$ cat src/hw/pwm_pkg.sv
/*
 * PWM timer shared definitions
 * Bus widths, register map, control bit positions, channel config
 */
`default_nettype none

package pwm_pkg;

  // ==================================================
  // Bus and register map
  // ==================================================
  localparam int DATA_W    = 32;  // Wishbone data width
  localparam int ADDR_W    = 6;   // Word address width
  localparam int CH_BASE   = 16;  // First channel word
  localparam int CH_STRIDE = 2;   // Words per channel
  localparam int MAX_W     = 16;  // Widest timer field

  typedef enum logic [ADDR_W-1:0] {
    REG_GCR      = 6'd0,
    REG_PERIOD   = 6'd1,
    REG_PSC      = 6'd2,
    REG_CNT      = 6'd3,  // Read only
    REG_DEADTIME = 6'd4,  // Rise low half, fall high half
    REG_IER      = 6'd5,
    REG_ISR      = 6'd6   // Write 1 to clear
  } reg_addr_e;

  // Word offset inside one channel
  typedef enum logic [ADDR_W-1:0] {
    CH_CCR  = 6'd0,
    CH_DUTY = 6'd1
  } ch_reg_e;

  // ==================================================
  // Bit positions
  // ==================================================
  localparam int GCR_EN     = 0;  // Counter run
  localparam int GCR_OUTEN  = 1;  // Master output gate
  localparam int CCR_EN     = 0;
  localparam int CCR_POL    = 1;  // Active low
  localparam int CCR_COMPEN = 2;  // Complement output
  localparam int CCR_DTEN   = 3;  // Dead-time insertion
  localparam int ISR_PERIOD = 0;

  // One channel's config as seen by the channel
  typedef struct packed {
    logic             en;
    logic             pol;
    logic             comp_en;
    logic             dt_en;
    logic [MAX_W-1:0] duty;
  } ch_cfg_t;

  // Dead-time FSM states
  typedef enum logic [1:0] {
    DT_OFF,
    DT_RISE,
    DT_ON,
    DT_FALL
  } dt_state_e;

endpackage

`default_nettype wire

$ cat src/hw/pwm_timer_if.sv
/*
 * PWM timebase link
 * Counter controls down from the registers, tick and count back up
 */
`timescale 1ns/1ns
`default_nettype none

interface pwm_timer_if #(
  parameter int PWM_WIDTH = 16
);

  logic                 en;      // Run, counter frozen at 0 when low
  logic [PWM_WIDTH-1:0] period;  // Counts per period
  logic [PWM_WIDTH-1:0] psc;     // Prescale divide minus one
  logic                 tick;    // Prescaled count enable
  logic [PWM_WIDTH-1:0] cnt;     // Period counter
  logic                 wrap;    // Last tick of a period

  // Register block side
  modport ctrl (output en, output period, output psc, input cnt, input wrap);

  // Timebase side
  modport tb (input en, input period, input psc, output tick, output cnt, output wrap);

  // Channel side
  modport chan (input tick, input cnt);

endinterface

`default_nettype wire

$ cat src/hw/pwm_regs.sv
/*
 * PWM register block
 * Wishbone classic slave, global and per-channel registers,
 * read mux and period interrupt status
 */
`timescale 1ns/1ns
`default_nettype none

module pwm_regs #(
  parameter int NUM_CHANNELS = 8,
  parameter int PWM_WIDTH    = 16
) (
  input  logic                       clk_i,
  input  logic                       rst_ni,
  input  logic                       cyc_i,
  input  logic                       stb_i,
  input  logic                       we_i,
  input  logic [pwm_pkg::ADDR_W-1:0] adr_i,
  input  logic [pwm_pkg::DATA_W-1:0] dat_i,
  output logic [pwm_pkg::DATA_W-1:0] dat_o,
  output logic                       ack_o,
  output logic                       irq_o,
  pwm_timer_if.ctrl                  tmr,
  output pwm_pkg::ch_cfg_t           ch_cfg_o [NUM_CHANNELS],
  output logic [PWM_WIDTH-1:0]       dt_rise_o,
  output logic [PWM_WIDTH-1:0]       dt_fall_o,
  output logic                       out_en_o
);
  import pwm_pkg::*;

  localparam int DT_FALL_LSB = 16;  // Fall time field in DEADTIME

  // ==================================================
  // Register state
  // ==================================================
  logic [GCR_OUTEN:0]   gcr_q;
  logic [PWM_WIDTH-1:0] period_q;
  logic [PWM_WIDTH-1:0] psc_q;
  logic [PWM_WIDTH-1:0] dt_rise_q;
  logic [PWM_WIDTH-1:0] dt_fall_q;
  logic                 ier_q;    // Period irq enable
  logic                 isr_q;    // Period irq pending
  logic [CCR_DTEN:0]    ccr_q  [NUM_CHANNELS];
  logic [PWM_WIDTH-1:0] duty_q [NUM_CHANNELS];

  logic                 access;   // Request not yet acked
  logic                 wr_en;
  reg_addr_e            reg_addr;
  logic [ADDR_W-1:0]    ch_off;   // Words past channel base
  logic [ADDR_W-1:0]    ch_idx;
  ch_reg_e              ch_reg;
  logic                 ch_hit;   // Address lands in a channel
  logic [DATA_W-1:0]    rd_data;

  // ==================================================
  // Address decode
  // ==================================================
  assign access   = cyc_i && stb_i && !ack_o;  // One ack per two cycles when held
  assign wr_en    = access && we_i;
  assign reg_addr = reg_addr_e'(adr_i);
  assign ch_off   = adr_i - ADDR_W'(CH_BASE);
  assign ch_idx   = ch_off / ADDR_W'(CH_STRIDE);
  assign ch_reg   = ch_reg_e'(ch_off % ADDR_W'(CH_STRIDE));
  assign ch_hit   = (adr_i >= ADDR_W'(CH_BASE)) && (ch_idx < NUM_CHANNELS);

  // Register writes, full words only
  always_ff @(posedge clk_i) begin
    if (!rst_ni) begin
      gcr_q     <= '0;
      period_q  <= '1;  // Longest period out of reset
      psc_q     <= '0;
      dt_rise_q <= '0;
      dt_fall_q <= '0;
      ier_q     <= 1'b0;
      isr_q     <= 1'b0;
      for (int i = 0; i < NUM_CHANNELS; i++) begin
        ccr_q[i]  <= '0;
        duty_q[i] <= '0;
      end
    end else begin
      if (wr_en) begin
        case (reg_addr)
          REG_GCR:      gcr_q    <= dat_i[GCR_OUTEN:0];
          REG_PERIOD:   period_q <= dat_i[PWM_WIDTH-1:0];
          REG_PSC:      psc_q    <= dat_i[PWM_WIDTH-1:0];
          REG_CNT:      ;  // Counter not writable
          REG_DEADTIME: begin
            dt_rise_q <= dat_i[PWM_WIDTH-1:0];
            dt_fall_q <= dat_i[DT_FALL_LSB +: PWM_WIDTH];
          end
          REG_IER:      ier_q <= dat_i[ISR_PERIOD];
          REG_ISR:      if (dat_i[ISR_PERIOD]) isr_q <= 1'b0;  // W1C
          default: begin
            // Channel words, anything else dropped
            for (int i = 0; i < NUM_CHANNELS; i++) begin
              if (ch_hit && (ch_idx == ADDR_W'(i))) begin
                case (ch_reg)
                  CH_CCR:  ccr_q[i]  <= dat_i[CCR_DTEN:0];
                  CH_DUTY: duty_q[i] <= dat_i[PWM_WIDTH-1:0];
                  default: ;
                endcase
              end
            end
          end
        endcase
      end
      if (tmr.wrap) begin
        isr_q <= 1'b1;  // Set wins over a same-cycle clear
      end
    end
  end

  // ==================================================
  // Read path
  // ==================================================
  always_comb begin
    rd_data = '0;  // Unknown words read zero
    case (reg_addr)
      REG_GCR:      rd_data = DATA_W'(gcr_q);
      REG_PERIOD:   rd_data = DATA_W'(period_q);
      REG_PSC:      rd_data = DATA_W'(psc_q);
      REG_CNT:      rd_data = DATA_W'(tmr.cnt);
      REG_DEADTIME: begin
        rd_data[PWM_WIDTH-1:0]            = dt_rise_q;
        rd_data[DT_FALL_LSB +: PWM_WIDTH] = dt_fall_q;
      end
      REG_IER:      rd_data[ISR_PERIOD] = ier_q;
      REG_ISR:      rd_data[ISR_PERIOD] = isr_q;
      default: begin
        for (int i = 0; i < NUM_CHANNELS; i++) begin
          if (ch_hit && (ch_idx == ADDR_W'(i))) begin
            case (ch_reg)
              CH_CCR:  rd_data = DATA_W'(ccr_q[i]);
              CH_DUTY: rd_data = DATA_W'(duty_q[i]);
              default: ;
            endcase
          end
        end
      end
    endcase
  end

  always_ff @(posedge clk_i) begin
    if (!rst_ni) begin
      ack_o <= 1'b0;
    end else begin
      ack_o <= access;
    end
  end

  // Read data valid with ack
  always_ff @(posedge clk_i) begin
    if (access) begin
      dat_o <= rd_data;
    end
  end

  // ==================================================
  // Outputs to timebase and channels
  // ==================================================
  assign tmr.en     = gcr_q[GCR_EN];
  assign tmr.period = period_q;
  assign tmr.psc    = psc_q;
  assign out_en_o   = gcr_q[GCR_OUTEN];
  assign dt_rise_o  = dt_rise_q;
  assign dt_fall_o  = dt_fall_q;
  assign irq_o      = isr_q && ier_q;

  always_comb begin
    for (int i = 0; i < NUM_CHANNELS; i++) begin
      ch_cfg_o[i].en      = ccr_q[i][CCR_EN];
      ch_cfg_o[i].pol     = ccr_q[i][CCR_POL];
      ch_cfg_o[i].comp_en = ccr_q[i][CCR_COMPEN];
      ch_cfg_o[i].dt_en   = ccr_q[i][CCR_DTEN];
      ch_cfg_o[i].duty    = MAX_W'(duty_q[i]);  // Zero extend
    end
  end

endmodule

`default_nettype wire

$ cat src/hw/pwm_timebase.sv
/*
 * PWM timebase
 * Prescaler and edge-aligned period counter with wrap pulse
 */
`timescale 1ns/1ns
`default_nettype none

module pwm_timebase #(
  parameter int PWM_WIDTH = 16
) (
  input  logic    clk_i,
  input  logic    rst_ni,
  pwm_timer_if.tb tmr
);

  logic [PWM_WIDTH-1:0] psc_cnt;   // Cycles since last tick
  logic                 last_cnt;  // Counter at end of period

  // Tick every PSC+1 cycles, >= covers a PSC lowered mid-count
  assign tmr.tick = tmr.en && (psc_cnt >= tmr.psc);

  // PERIOD of 0 wraps to all ones, full range count
  assign last_cnt = (tmr.cnt >= tmr.period - 1'b1);
  assign tmr.wrap = tmr.tick && last_cnt;  // One cycle, unregistered

  // ==================================================
  // Prescaler
  // ==================================================
  always_ff @(posedge clk_i) begin
    if (!rst_ni) begin
      psc_cnt <= '0;
    end else if (!tmr.en || tmr.tick) begin
      psc_cnt <= '0;  // Restart on tick or hold when stopped
    end else begin
      psc_cnt <= psc_cnt + 1'b1;
    end
  end

  // ==================================================
  // Period counter
  // ==================================================
  always_ff @(posedge clk_i) begin
    if (!rst_ni) begin
      tmr.cnt <= '0;
    end else if (!tmr.en) begin
      tmr.cnt <= '0;  // Frozen at zero, channels see this
    end else if (tmr.wrap) begin
      tmr.cnt <= '0;
    end else if (tmr.tick) begin
      tmr.cnt <= tmr.cnt + 1'b1;
    end
  end

endmodule

`default_nettype wire

$ cat src/hw/pwm_channel.sv
/*
 * PWM output channel
 * Duty compare, polarity, dead-time FSM and registered output gating
 */
`timescale 1ns/1ns
`default_nettype none

module pwm_channel #(
  parameter int PWM_WIDTH = 16
) (
  input  logic                 clk_i,
  input  logic                 rst_ni,
  pwm_timer_if.chan            tmr,
  input  pwm_pkg::ch_cfg_t     cfg_i,
  input  logic [PWM_WIDTH-1:0] dt_rise_i,  // Ticks before turn on
  input  logic [PWM_WIDTH-1:0] dt_fall_i,  // Ticks before complement on
  input  logic                 out_en_i,
  output logic                 pwm_o,
  output logic                 pwm_n_o
);
  import pwm_pkg::*;

  logic                 cmp_hit;   // Counter below duty
  logic                 active;    // After enable and polarity
  dt_state_e            state_q;
  dt_state_e            state_d;
  logic [PWM_WIDTH-1:0] dt_cnt_q;  // Ticks spent in a wait state
  logic [PWM_WIDTH-1:0] dt_cnt_d;
  logic                 p_d;
  logic                 n_d;

  // DUTY >= PERIOD keeps the hit on all period
  assign cmp_hit = cfg_i.en && (MAX_W'(tmr.cnt) < cfg_i.duty);
  assign active  = cmp_hit ^ cfg_i.pol;

  // ==================================================
  // Dead-time FSM
  // ==================================================
  always_comb begin
    state_d  = state_q;
    dt_cnt_d = dt_cnt_q;
    if (!cfg_i.dt_en) begin
      // Track level directly, no wait states
      state_d  = active ? DT_ON : DT_OFF;
      dt_cnt_d = '0;
    end else begin
      case (state_q)
        DT_OFF: begin
          if (active) begin
            state_d  = DT_RISE;
            dt_cnt_d = '0;
          end
        end
        DT_RISE: begin
          if (!active) begin
            state_d = DT_OFF;  // Pulse shorter than dead-time
          end else if (tmr.tick) begin
            if (dt_cnt_q >= dt_rise_i) state_d = DT_ON;
            else dt_cnt_d = dt_cnt_q + 1'b1;
          end
        end
        DT_ON: begin
          if (!active) begin
            state_d  = DT_FALL;
            dt_cnt_d = '0;
          end
        end
        DT_FALL: begin
          if (active) begin
            state_d = DT_ON;  // Gap shorter than dead-time
          end else if (tmr.tick) begin
            if (dt_cnt_q >= dt_fall_i) state_d = DT_OFF;
            else dt_cnt_d = dt_cnt_q + 1'b1;
          end
        end
        default: state_d = DT_OFF;
      endcase
    end
  end

  // Both low in RISE and FALL
  assign p_d = (state_d == DT_ON);
  assign n_d = (state_d == DT_OFF) && cfg_i.comp_en;

  always_ff @(posedge clk_i) begin
    if (!rst_ni) begin
      state_q  <= DT_OFF;
      dt_cnt_q <= '0;
      pwm_o    <= 1'b0;
      pwm_n_o  <= 1'b0;
    end else begin
      state_q  <= state_d;
      dt_cnt_q <= dt_cnt_d;
      pwm_o    <= out_en_i && p_d;  // One cycle behind cnt
      pwm_n_o  <= out_en_i && n_d;
    end
  end

endmodule

`default_nettype wire

$ cat src/hw/pwm_top.sv
/*
 * Multi-channel PWM timer
 * Wishbone classic register port, shared timebase, per-channel outputs
 */
`timescale 1ns/1ns
`default_nettype none

module pwm_top #(
  parameter int NUM_CHANNELS = 8,
  parameter int PWM_WIDTH    = 16   // Up to MAX_W
) (
  input  logic                       clk_i,
  input  logic                       rst_ni,
  // Wishbone classic slave
  input  logic                       cyc_i,
  input  logic                       stb_i,
  input  logic                       we_i,
  input  logic [pwm_pkg::ADDR_W-1:0] adr_i,  // Word address
  input  logic [pwm_pkg::DATA_W-1:0] dat_i,
  output logic [pwm_pkg::DATA_W-1:0] dat_o,
  output logic                       ack_o,
  output logic                       irq_o,  // Period interrupt
  // PWM outputs
  output logic [NUM_CHANNELS-1:0]    pwm_o,
  output logic [NUM_CHANNELS-1:0]    pwm_n_o  // Complements
);
  import pwm_pkg::*;

  ch_cfg_t              ch_cfg [NUM_CHANNELS];
  logic [PWM_WIDTH-1:0] dt_rise;
  logic [PWM_WIDTH-1:0] dt_fall;
  logic                 out_en;

  pwm_timer_if #(.PWM_WIDTH(PWM_WIDTH)) tmr ();

  // ==================================================
  // Registers and timebase
  // ==================================================
  pwm_regs #(
    .NUM_CHANNELS (NUM_CHANNELS),
    .PWM_WIDTH    (PWM_WIDTH)
  ) u_regs (
    .clk_i     (clk_i),
    .rst_ni    (rst_ni),
    .cyc_i     (cyc_i),
    .stb_i     (stb_i),
    .we_i      (we_i),
    .adr_i     (adr_i),
    .dat_i     (dat_i),
    .dat_o     (dat_o),
    .ack_o     (ack_o),
    .irq_o     (irq_o),
    .tmr       (tmr.ctrl),
    .ch_cfg_o  (ch_cfg),
    .dt_rise_o (dt_rise),
    .dt_fall_o (dt_fall),
    .out_en_o  (out_en)
  );

  pwm_timebase #(.PWM_WIDTH(PWM_WIDTH)) u_timebase (
    .clk_i  (clk_i),
    .rst_ni (rst_ni),
    .tmr    (tmr.tb)
  );

  // ==================================================
  // Channels
  // ==================================================
  for (genvar i = 0; i < NUM_CHANNELS; i++) begin : gen_ch
    pwm_channel #(.PWM_WIDTH(PWM_WIDTH)) u_chan (
      .clk_i     (clk_i),
      .rst_ni    (rst_ni),
      .tmr       (tmr.chan),
      .cfg_i     (ch_cfg[i]),
      .dt_rise_i (dt_rise),
      .dt_fall_i (dt_fall),
      .out_en_i  (out_en),
      .pwm_o     (pwm_o[i]),
      .pwm_n_o   (pwm_n_o[i])
    );
  end

endmodule

`default_nettype wire

$ cat config.mk
export PLATFORM = sky130hd
export DESIGN_NAME = pwm_top
export DESIGN_NICKNAME = d
export VERILOG_FILES = /design/src/hw/pwm_pkg.sv /design/src/hw/pwm_timer_if.sv /design/src/hw/pwm_regs.sv /design/src/hw/pwm_timebase.sv /design/src/hw/pwm_channel.sv /design/src/hw/pwm_top.sv
export SDC_FILE = /design/constraint.sdc
export NUM_CORES = 1
export LEC_CHECK = 0
export BUFFER_PORTS_ARGS = -buffer_cell sky130_fd_sc_hd__buf_4
export CORE_ASPECT_RATIO = 0.9
export CORE_MARGIN = 3
export CORE_UTILIZATION = 40
export DETAILED_ROUTE_END_ITERATION = 10
export GPL_ROUTABILITY_DRIVEN = 1
export PLACE_DENSITY_LB_ADDON = 0.2
export SLEW_MARGIN = 20
export SYNTH_ARGS = -nofsm -noshare
export SYNTH_HDL_FRONTEND = slang
export SYNTH_SLANG_ARGS = --single-unit
$ cat constraint.sdc
create_clock -name clk_i -period 6.6 [get_ports clk_i]
set_clock_uncertainty 0.05 [all_clocks]
set_input_delay 0.66 -clock clk_i [delete_from_list [all_inputs] [get_ports clk_i]]
set_output_delay 0.66 -clock clk_i [all_outputs]
set_load 0.05 [all_outputs]
==> Word level (Yosys, flattened, before mapping) <==
Memory sizes are Yosys's and may differ from the RTL's.
Index checks and enable logic that the tools add are counted.
W data, S select, Z words.
{ "classes": {"n_reduce_logical": 98, "n_bitwise": 26, "add_sub_neg": 12, "magnitude_cmp": 28, "eq_ne": 109, "n_mux": 283} }
{ "op_table": {"columns": ["op", "n"], "rows": [
  ["$mux W16", 72],
  ["$pmux W16 S4", 8],
  ["$pmux W32 S2", 7],
  ["$mux W32", 10],
  ["$ge A16 B16 Y1", 18],
  ["$pmux W31 S6", 1],
  ["$add A16 B1 Y16 const B", 10],
  ["$mux W2", 80],
  ["$lt A16 B16 Y1", 8],
  ["$ne A2 B2 Y1 const B", 48],
  ["$mux W1", 87],
  ["$pmux W2 S4", 8],
  ["$reduce_and A8 Y1", 8],
  ["$eq A2 B2 Y1 const B", 24],
  ["$logic_and A1 B1 Y1", 47],
  ["$logic_not A2 Y1", 16],
  ["$mux W4", 8],
  ["$ne A2 B1 Y1 const B", 16],
  ["$pmux W16 S2", 1],
  ["$reduce_and A2 Y1", 13],
  ["$eq A5 B3 Y1 const B", 4],
  ["$eq A6 B3 Y1 const B", 3],
  ["$logic_not A6 Y1", 3],
  ["$eq A2 B1 Y1 const B", 8],
  ["other kinds (19)", 48]
]} }
{ "totals": {"ramBits": 160, "reg_bits": 293, "input_bits": 43, "memories": 2, "wordCells": 601} }
{ "memory_table": {"columns": ["name", "words", "word_bits", "read_ports", "rd_clocked_by_memory_dff", "write_ports", "line", "text"], "rows": [
  ["u_regs.duty_q", 8, 16, 8, 0, 8, "pwm_regs.sv:44", "logic [PWM_WIDTH-1:0] duty_q [NUM_CHANNELS];"],
  ["u_regs.ccr_q", 8, 4, 8, 0, 8, "pwm_regs.sv:43", "logic [CCR_DTEN:0] ccr_q [NUM_CHANNELS];"]
]} }

==> Logic depth before layout (Yosys ltp) <==
Gate-level depths: netlist (run 1).
{ "depth": {"word_depth": 22, "depth_mapped": 15} }

==> Modules after synthesis <==
A second synthesis (run 1) with hierarchy kept.
{ "hier_totals": {"hier_cells": 3621, "hier_area_um2": 31884.3} }
{ "by_module_without_submodules": {"columns": ["mod", "cells_per_inst", "seq_area_each_um2", "instances", "area_per_inst_um2"], "rows": [
  ["pwm_channel at gen_ch[0].u_chan ...", 288, 400.4, 7, 2237.1],
  ["pwm_regs", 1022, 7146.9, 1, 11554.8],
  ["pwm_timebase", 301, 640.6, 1, 2446.1],
  ["pwm_channel at gen_ch[5].u_chan", 282, 400.4, 1, 2223.4]
]} }

==> Worst setup path after synthesis (run 1) <==
No wires, ideal clock.
{ "synth_timing": {"path_kind": "input to register", "start": "in cyc_i", "end": "mem u_regs.duty_q[3][0], in the netlist u_regs.duty_q[0][48] (enable)", "t_required_ns": 6.178, "stages": 8, "n_path_buf": 2, "arrival_ns": 3.818, "path_slack_ns": 2.361, "cell_sequence": "nand2_1 -> nor2_1 -> nand2_1 -> nor2_1 -> clkbuf_1 -> nand2_1 -> clkbuf_1 -> nand2_1"} }
{ "synth_rtl": {"columns": ["element", "line", "text"], "rows": [
  ["start, declared", "pwm_top.sv:15", "input logic cyc_i,"],
  ["end, declared", "pwm_regs.sv:44", null]
]} }

==> Worst setup path after layout (run 1) <==
{ "layout_timing": {"start": "reg u_timebase.tmr.cnt[8]", "end": "reg gen_ch[5].u_chan.dt_cnt_q[7]"} }
{ "layout_via": {"elab_chain_len": 5} }
{ "layout_rtl": {"columns": ["element", "line", "text"], "rows": [
  ["start, declared", "pwm_timer_if.sv:23", "modport tb (input en, input period, input psc, output tick, output cnt, output wrap);"],
  ["start signal, assigned", "pwm_timebase.sv:50", "tmr.cnt <= tmr.cnt + 1'b1;"],
  ["$lt A16 B16 Y1 (*)", "pwm_channel.sv:33", "assign cmp_hit = cfg_i.en && (MAX_W'(tmr.cnt) < cfg_i.duty);"],
  ["$logic_and A1 B1 Y1 (*)", "pwm_channel.sv:33", null],
  ["$xor A1 B1 Y1 (*)", "pwm_channel.sv:34", "assign active = cmp_hit ^ cfg_i.pol;"],
  ["$ne A2 B2 Y1 (no line) / $ne A2 B1 Y1 (equally long branches)", null, null],
  ["$reduce_and A8 Y1 (no line) (*)", null, null],
  ["end signal, assigned", "pwm_channel.sv:93", "dt_cnt_q <= dt_cnt_d;"],
  ["end, declared", "pwm_channel.sv:27", "logic [PWM_WIDTH-1:0] dt_cnt_q;"]
]} }
Every way passes the cells marked *; elsewhere a longest branch is shown, timed or not.
A chain may end at the register's enable or synchronous reset.

==> flow_summary.yaml, run 1 <==
layout:
  final_common_cell: "ha_1"
  area_growth_syn_to_layout_pct: 12.0
  final_cell_mix: "421 x ha_1, 337 x nand2_1, 325 x nor2_1, 261 x dfxtp_1, 239 x inv_1"
  layout.nets: 3756
  post-route-util_pct: 45.4
  drive_above_1_share_pct: 7.46
  final_area_um2: 32700
logic_synthesis:
  synth_area_per_cell_um2: 9.03
  async_flop_share_pct: 0
  ys_seq_area_share_pct: 37.7
  yosysUniqueCellTypes: 81
  syn_inst: 3233
  synth_top_cell_area_share_pct: 19.8
  synth_area_um2: 29200
  ys_warn_count: 0
  yosysTopAreaCell: "edfxtp_1"
  synthFlopType: "dfxtp_1"
  synthesis.nets: 3697
  synth-seq-cells: 453
  ys_top_cells_by_area: "edfxtp_1 20%, ha_1 18%, dfxtp_1 18%, nand2_1 4.3%, nor2_1 4.2%"
  synth_edf_count: 192
clock_tree:
  clockBufferDepth: 3
  cts_hold_repair.buffers: 0
  htree_levels: 2
  cts_buffers: 53
  clkTransAtPathRegs_ps: 60
  clock_sinks: 453
  clk_latency_ps: 630
  cts_resized: 0
  tritoncts: "built"
  cts-root-buf: "clkbuf_16"
  cts_setup_buffers: 0
floorplanning:
  dieArea_um2: 76200
  core-area_um2: 71900
  die_h_um: 262
  start_util_pct: 40.6
  die_w_um: 291
  io_pins: 93
  placement_rows: 93
power:
  p_leak_nw: 13.8
  power_density_nw_per_um2: 202
  peakVddDrop_mv: 0.169
drt:
  drtIter0Drc: 2579
  vias: 24600
  drc: 0
  viasPerCell: 5.74
  final_antenna_net_count: 0
  wirelength_mm: 98.3
  drtPass1Iterations: 6
  wl_per_cell_um: 22.9
global_route:
  met1_usage_pct: 38.0
  grt_usage_pct: 25.0
  grtUsageMet2_pct: 36.6
  grt_first_pass_wirelength_mm: 146
  grt_max_degree: 59
  grtUsageMet3_pct: 4.48
  overflow: 0
  top_usage_layer: "met1"
  grt_pass1_vias: 22400
  antenna_found_initial: 3
timing:
  slew_headroom_pct: 28.2
  worst_pin_slew_ps: 1080
  final.setup.tns_ps: 0
  period_minus_slack_ps: 4640
  hold_viol: 0
  worst_hold_slack_ps: 232
  slew_violations: 0
  finalCritPeriodShare_pct: 70.3
  worst_slack_ps: 1960
  rsz0062_at_grt: "no"
  max_freq_ghz: 0.216
  setup_viol: 0
placement:
  place_ws_ps: 1990
  place_congestion: 0.916
  dp_hpwl_mm: 70.9
  place_area_um2: 30800
  port_buffers: 92
setup_path:
  cp_max_fo: 14
  endpoint_kind: "register"
  reg2reg_slack_ps: 1960
  worstPathCellList: "ha_1, a21oi_1, o21ai_0, a211oi_1, o31ai_1, xor2_1, mux2i_1, nand3_1, or4_1, nand2_1"
  criticalPathCategory: "register to register"
  reg2reg_from: "u_timebase.tmr.cnt[8]"
  cp-startpoint: "u_timebase.tmr.cnt[8]"
  max_stage_delay_ps: 800
  required_ps: 7100
  start_kind: "register"
  cp.arrival_ps: 5140
  crit_family: "simple AND/OR/NAND/NOR gates"
  cp_slowest_cell: "dfxtp_1"
  cp_num_buf_inv: 0
run:
  max-cap-violations: 0
outcome:
  status: "complete, no violations"
worst_hold_path:
  min_path_type: "input pin to register"
  min_from: "dat_i[19]"
==> routing by layer <==
layer | vias up | part of all wire [%] | wire length [um]
li1 | 11800 | - | -
met1 | 11800 | 48 | 46900
met2 | 913 | 41 | 40700
met3 | 133 | 8.6 | 8410
met4 | 2 | 2.3 | 2270
met5 | - | 0.013 | 13
==> kinds of logic after synthesis <==
| group | after synthesis | share of synthesized area (%) |
|---|---|---|
| flip-flops | 453 | 37.7 |
| multiplexers | 44 | 1.59 |
| AO/OA/AOI/OAI | 704 | 15.8 |
| buffers and inverters | 362 | 4.93 |
| adder cells (fa/ha/maj) | 421 | 18.1 |
| AND/OR/NAND/NOR | 1118 | 18.0 |
| XOR/XNOR | 131 | 4.03 |
==> worst register-to-register path: cells and delay by family, from the launching register on <==
family	cells	cell delay [ps]
compound gates	4	980
xor+xnor	1	590
fa+ha+maj	1	270
flops	1	800
mux	1	670
simple gates	3	1220
==> where the power goes <==
group	internal (mW)	leakage [nW]	switching, mW
Clock	1.84	0.890	1.25
Sequential	2.99	4.01	0.0655
Combinational	0.133	8.92	0.326
Total	4.97	13.8	1.65
==> per-stage QoR <==
stage,instances,power [mW]
after floorplan,3233,3.37
after global placement,4187,3.57
after detailed placement,4187,3.56
after CTS,4287,6.65
after global routing,4287,6.80
final,4288,6.61
==> final cells by class <==
type                    count  area (um^2)
clock inverters            23          298
fillers                  7035        39200
inverters                 240          901
repair buffers            126          946
well taps                 950         1190
flip-flops and latches    453        11000
clock buffers              77         1530
diodes                      1         2.50
multi-input cells        2418        16800
==> sequential cells by signal, summed over array words and instances, names as in the netlist <==
name,flops
gen_ch.u_chan.dt_cnt_q,128
u_regs.duty_q,128
u_regs.ccr_q,32
u_regs.dat_o,32
gen_ch.u_chan.state_q,16
u_regs.dt_fall_o,16
u_regs.dt_rise_o,16
u_regs.tmr.period,16
u_regs.tmr.psc,16
u_timebase.psc_cnt,16
u_timebase.tmr.cnt,16
gen_ch.u_chan.pwm_n_o,8
gen_ch.u_chan.pwm_o,8
u_regs.gcr_q,2
u_regs.ack_o,1
u_regs.ier_q,1
u_regs.isr_q,1
==> synthesized netlist by cell type (5+ instances only) <==
| master | instances |
|---|---|
| nor2b_1 | 25 |
| a31oi_1 | 10 |
| a2111oi_0 | 8 |
| nor2_1 | 328 |
| a31o_2 | 6 |
| nand2b_1 | 34 |
| dfxtp_1 | 261 |
| a222oi_1 | 13 |
| ha_1 | 421 |
| a211oi_1 | 35 |
| or3_1 | 18 |
| inv_1 | 239 |
| nand2_1 | 338 |
| clkbuf_1 | 92 |
| and2_1 | 17 |
| or4_1 | 12 |
| buf_1 | 7 |
| o211ai_1 | 18 |
| mux2i_1 | 35 |
| nand4_1 | 100 |
| a21o_1 | 107 |
| nand3_1 | 88 |
| or2_2 | 5 |
| xor2_1 | 61 |
| and3_1 | 44 |
| nor3b_1 | 9 |
| buf_4 | 18 |
| a221oi_1 | 19 |
| edfxtp_1 | 192 |
| a211o_1 | 6 |
| a22oi_1 | 34 |
| nor3_1 | 48 |
| o21a_1 | 13 |
| o21ai_0 | 125 |
| o2111ai_1 | 8 |
| and4_1 | 10 |
| xnor2_1 | 68 |
| a22o_1 | 12 |
| mux2_2 | 8 |
| a21oi_1 | 226 |
| o31ai_1 | 12 |
| nor4_1 | 27 |
==> path summary, 6_finish.rpt <==
kind | to | depth (start not counted)
hold reg to reg | u_regs.dt_fall_o[13] | 2
setup reg to reg | gen_ch[5].u_chan.dt_cnt_q[7] | 10
hold / removal | u_regs.dt_fall_o[3] | 3
setup / recovery | gen_ch[5].u_chan.dt_cnt_q[7] | 10
No activity file was read; power rests on OpenSTA's default activity.
==> run 2, diff against run 1 <==
==> constraint.sdc (replaced) <==
create_clock -name clk_i -period 4.56 [get_ports clk_i]
set_clock_uncertainty 0.05 [all_clocks]
set_input_delay 0.456 -clock clk_i [delete_from_list [all_inputs] [get_ports clk_i]]
set_output_delay 0.456 -clock clk_i [all_outputs]
set_load 0.05 [all_outputs]
==> flow_summary.yaml, run 2 (synthesized netlist as in run 1, its figures left out) <==
global_route:
  top_usage_layer: "met1"
  grt_max_degree: 45
  met1_usage_pct: 37.4
  grtUsageMet2_pct: 36.7
  grt_usage_pct: 24.9
  grt_pass1_vias: 22900
  grtUsageMet3_pct: 4.57
  grt_first_pass_wirelength_mm: 146
  antenna_found_initial: 3
  overflow: 0
worst_hold_path:
  min_path_type: "input pin to register"
drt:
  final_antenna_net_count: 0
  viasPerCell: 5.72
  drc: 0
  wirelength_mm: 97.7
  vias: 24800
  wl_per_cell_um: 22.6
  drtPass1Iterations: 9
  drtIter0Drc: 2342
power:
  peakVddDrop_mv: 0.262
  p_leak_nw: 14.0
  power_density_nw_per_um2: 287
setup_path:
  cp.arrival_ps: 4390
  endpoint_kind: "register"
  required_ps: 4990
  start_kind: "register"
  cp_max_fo: 18
  reg2reg_slack_ps: 600
  worstPathCellList: "ha_1, nand3_1, nor2_1, a221o_1, a211oi_1, xnor2_1, mux2_2, a21oi_2, or4_1, a21oi_1"
  cp_slowest_cell: "dfxtp_1"
  criticalPathCategory: "register to register"
  max_stage_delay_ps: 790
  cp_num_buf_inv: 0
  crit_family: "compound AO/OA/AOI/OAI gates"
layout:
  drive_above_1_share_pct: 8.62
  final_cell_mix: "421 x ha_1, 338 x nand2_1, 326 x nor2_1, 261 x dfxtp_1, 239 x inv_1"
  final_common_cell: "ha_1"
  area_growth_syn_to_layout_pct: 12.8
  top_regs: "gen_ch.u_chan.dt_cnt_q (128), u_regs.duty_q (128)"
  layout.nets: 3798
floorplanning:
  dieArea_um2: 76200
  placement_rows: 93
  io_pins: 93
  die_w_um: 291
  start_util_pct: 40.6
  die_h_um: 262
  core-area_um2: 71900
clock_tree:
  tritoncts: "built"
  htree_levels: 2
  clock_sinks: 453
  clockBufferDepth: 3
  cts_setup_buffers: 0
  clkTransAtPathRegs_ps: 60
  cts_resized: 0
  cts_buffers: 51
  clk_latency_ps: 640
  cts-root-buf: "clkbuf_16"
  cts_hold_repair.buffers: 0
timing:
  worst_hold_slack_ps: 34.1
  worst_pin_slew_ps: 1020
  final.setup.tns_ps: 0
  slew_violations: 0
  hold_viol: 0
  slew_headroom_pct: 31.4
  period_minus_slack_ps: 3960
  setup_viol: 0
  finalCritPeriodShare_pct: 86.8
  max_freq_ghz: 0.253
  rsz0062_at_grt: "no"
placement:
  port_buffers: 92
  place_congestion: 0.921
  dp_hpwl_mm: 71.9
outcome:
  status: "complete, no violations"
run:
  max-cap-violations: 0
[run 2: cell count changes in the layout (fill, tap and decap cells not counted), sizes merged]
cell	delta
diode	+2
clkinv	+1
clkbuf	-10
buf	+44
inv	+2
[run 2: path summary, 6_finish.rpt]
| check | from | to | cells past startpoint |
|---|---|---|---|
| setup reg to reg | u_timebase.tmr.cnt[5] | gen_ch[6].u_chan.dt_cnt_q[11] | 10 |
| setup / recovery | u_timebase.tmr.cnt[5] | gen_ch[6].u_chan.dt_cnt_q[11] | 10 |
| hold reg to reg | u_regs.dt_fall_o[8] | u_regs.dt_fall_o[8] | 2 |
| hold / removal | dat_i[7] | u_regs.tmr.period[7] | 3 |
[run 2: cell type report]
class / count / area, um^2
Fill cell: 7030 / 39000
Multi-Input combinational cell: 2418 / 16800
Sequential cell: 453 / 11000
Clock buffer: 67 / 1430
Timing Repair Buffer: 170 / 1280
Tap cell: 950 / 1190
Inverter: 240 / 901
Clock inverter: 26 / 314
Antenna cell: 3 / 7.51
[run 2: per-stage QoR]
step / setup slack, ps / instances / power, mW / area, um^2 / util [%]
2_1_floorplan: 484 / 3233 / 4.88 / 29200 / -
3_3_place_gp: 630 / 4231 / 5.17 / 31200 / 43.3
3_5_place_dp: 616 / 4231 / 5.17 / 31200 / 43.3
4_1_cts: 624 / 4324 / 9.53 / 32900 / 45.8
5_1_grt: 400 / 4324 / 9.74 / 32900 / 45.8
6_report: 603 / 4327 / 9.46 / 32900 / 45.8
[run 2: per-layer routing]
metal | up-vias | share of wire, % | routed length [um]
li1 | 11900 | - | -
met1 | 11800 | 48 | 46600
met2 | 951 | 42 | 40900
met3 | 108 | 8.1 | 7950
met4 | 0 | 2.2 | 2170
met5 | - | 0 | 0
[run 2: tightest hold or removal path, delay by kind of cell]
family                 cells  cell delay, ps
buffers and inverters      1             120
AND/OR/NAND/NOR            2             120
[run 2: power by group]
group          internal, mW  switching, mW  total, mW
sequential             4.32         0.0800       4.40
clock                  2.55           1.82       4.37
combinational         0.208          0.483      0.691
total                  7.08           2.38       9.46
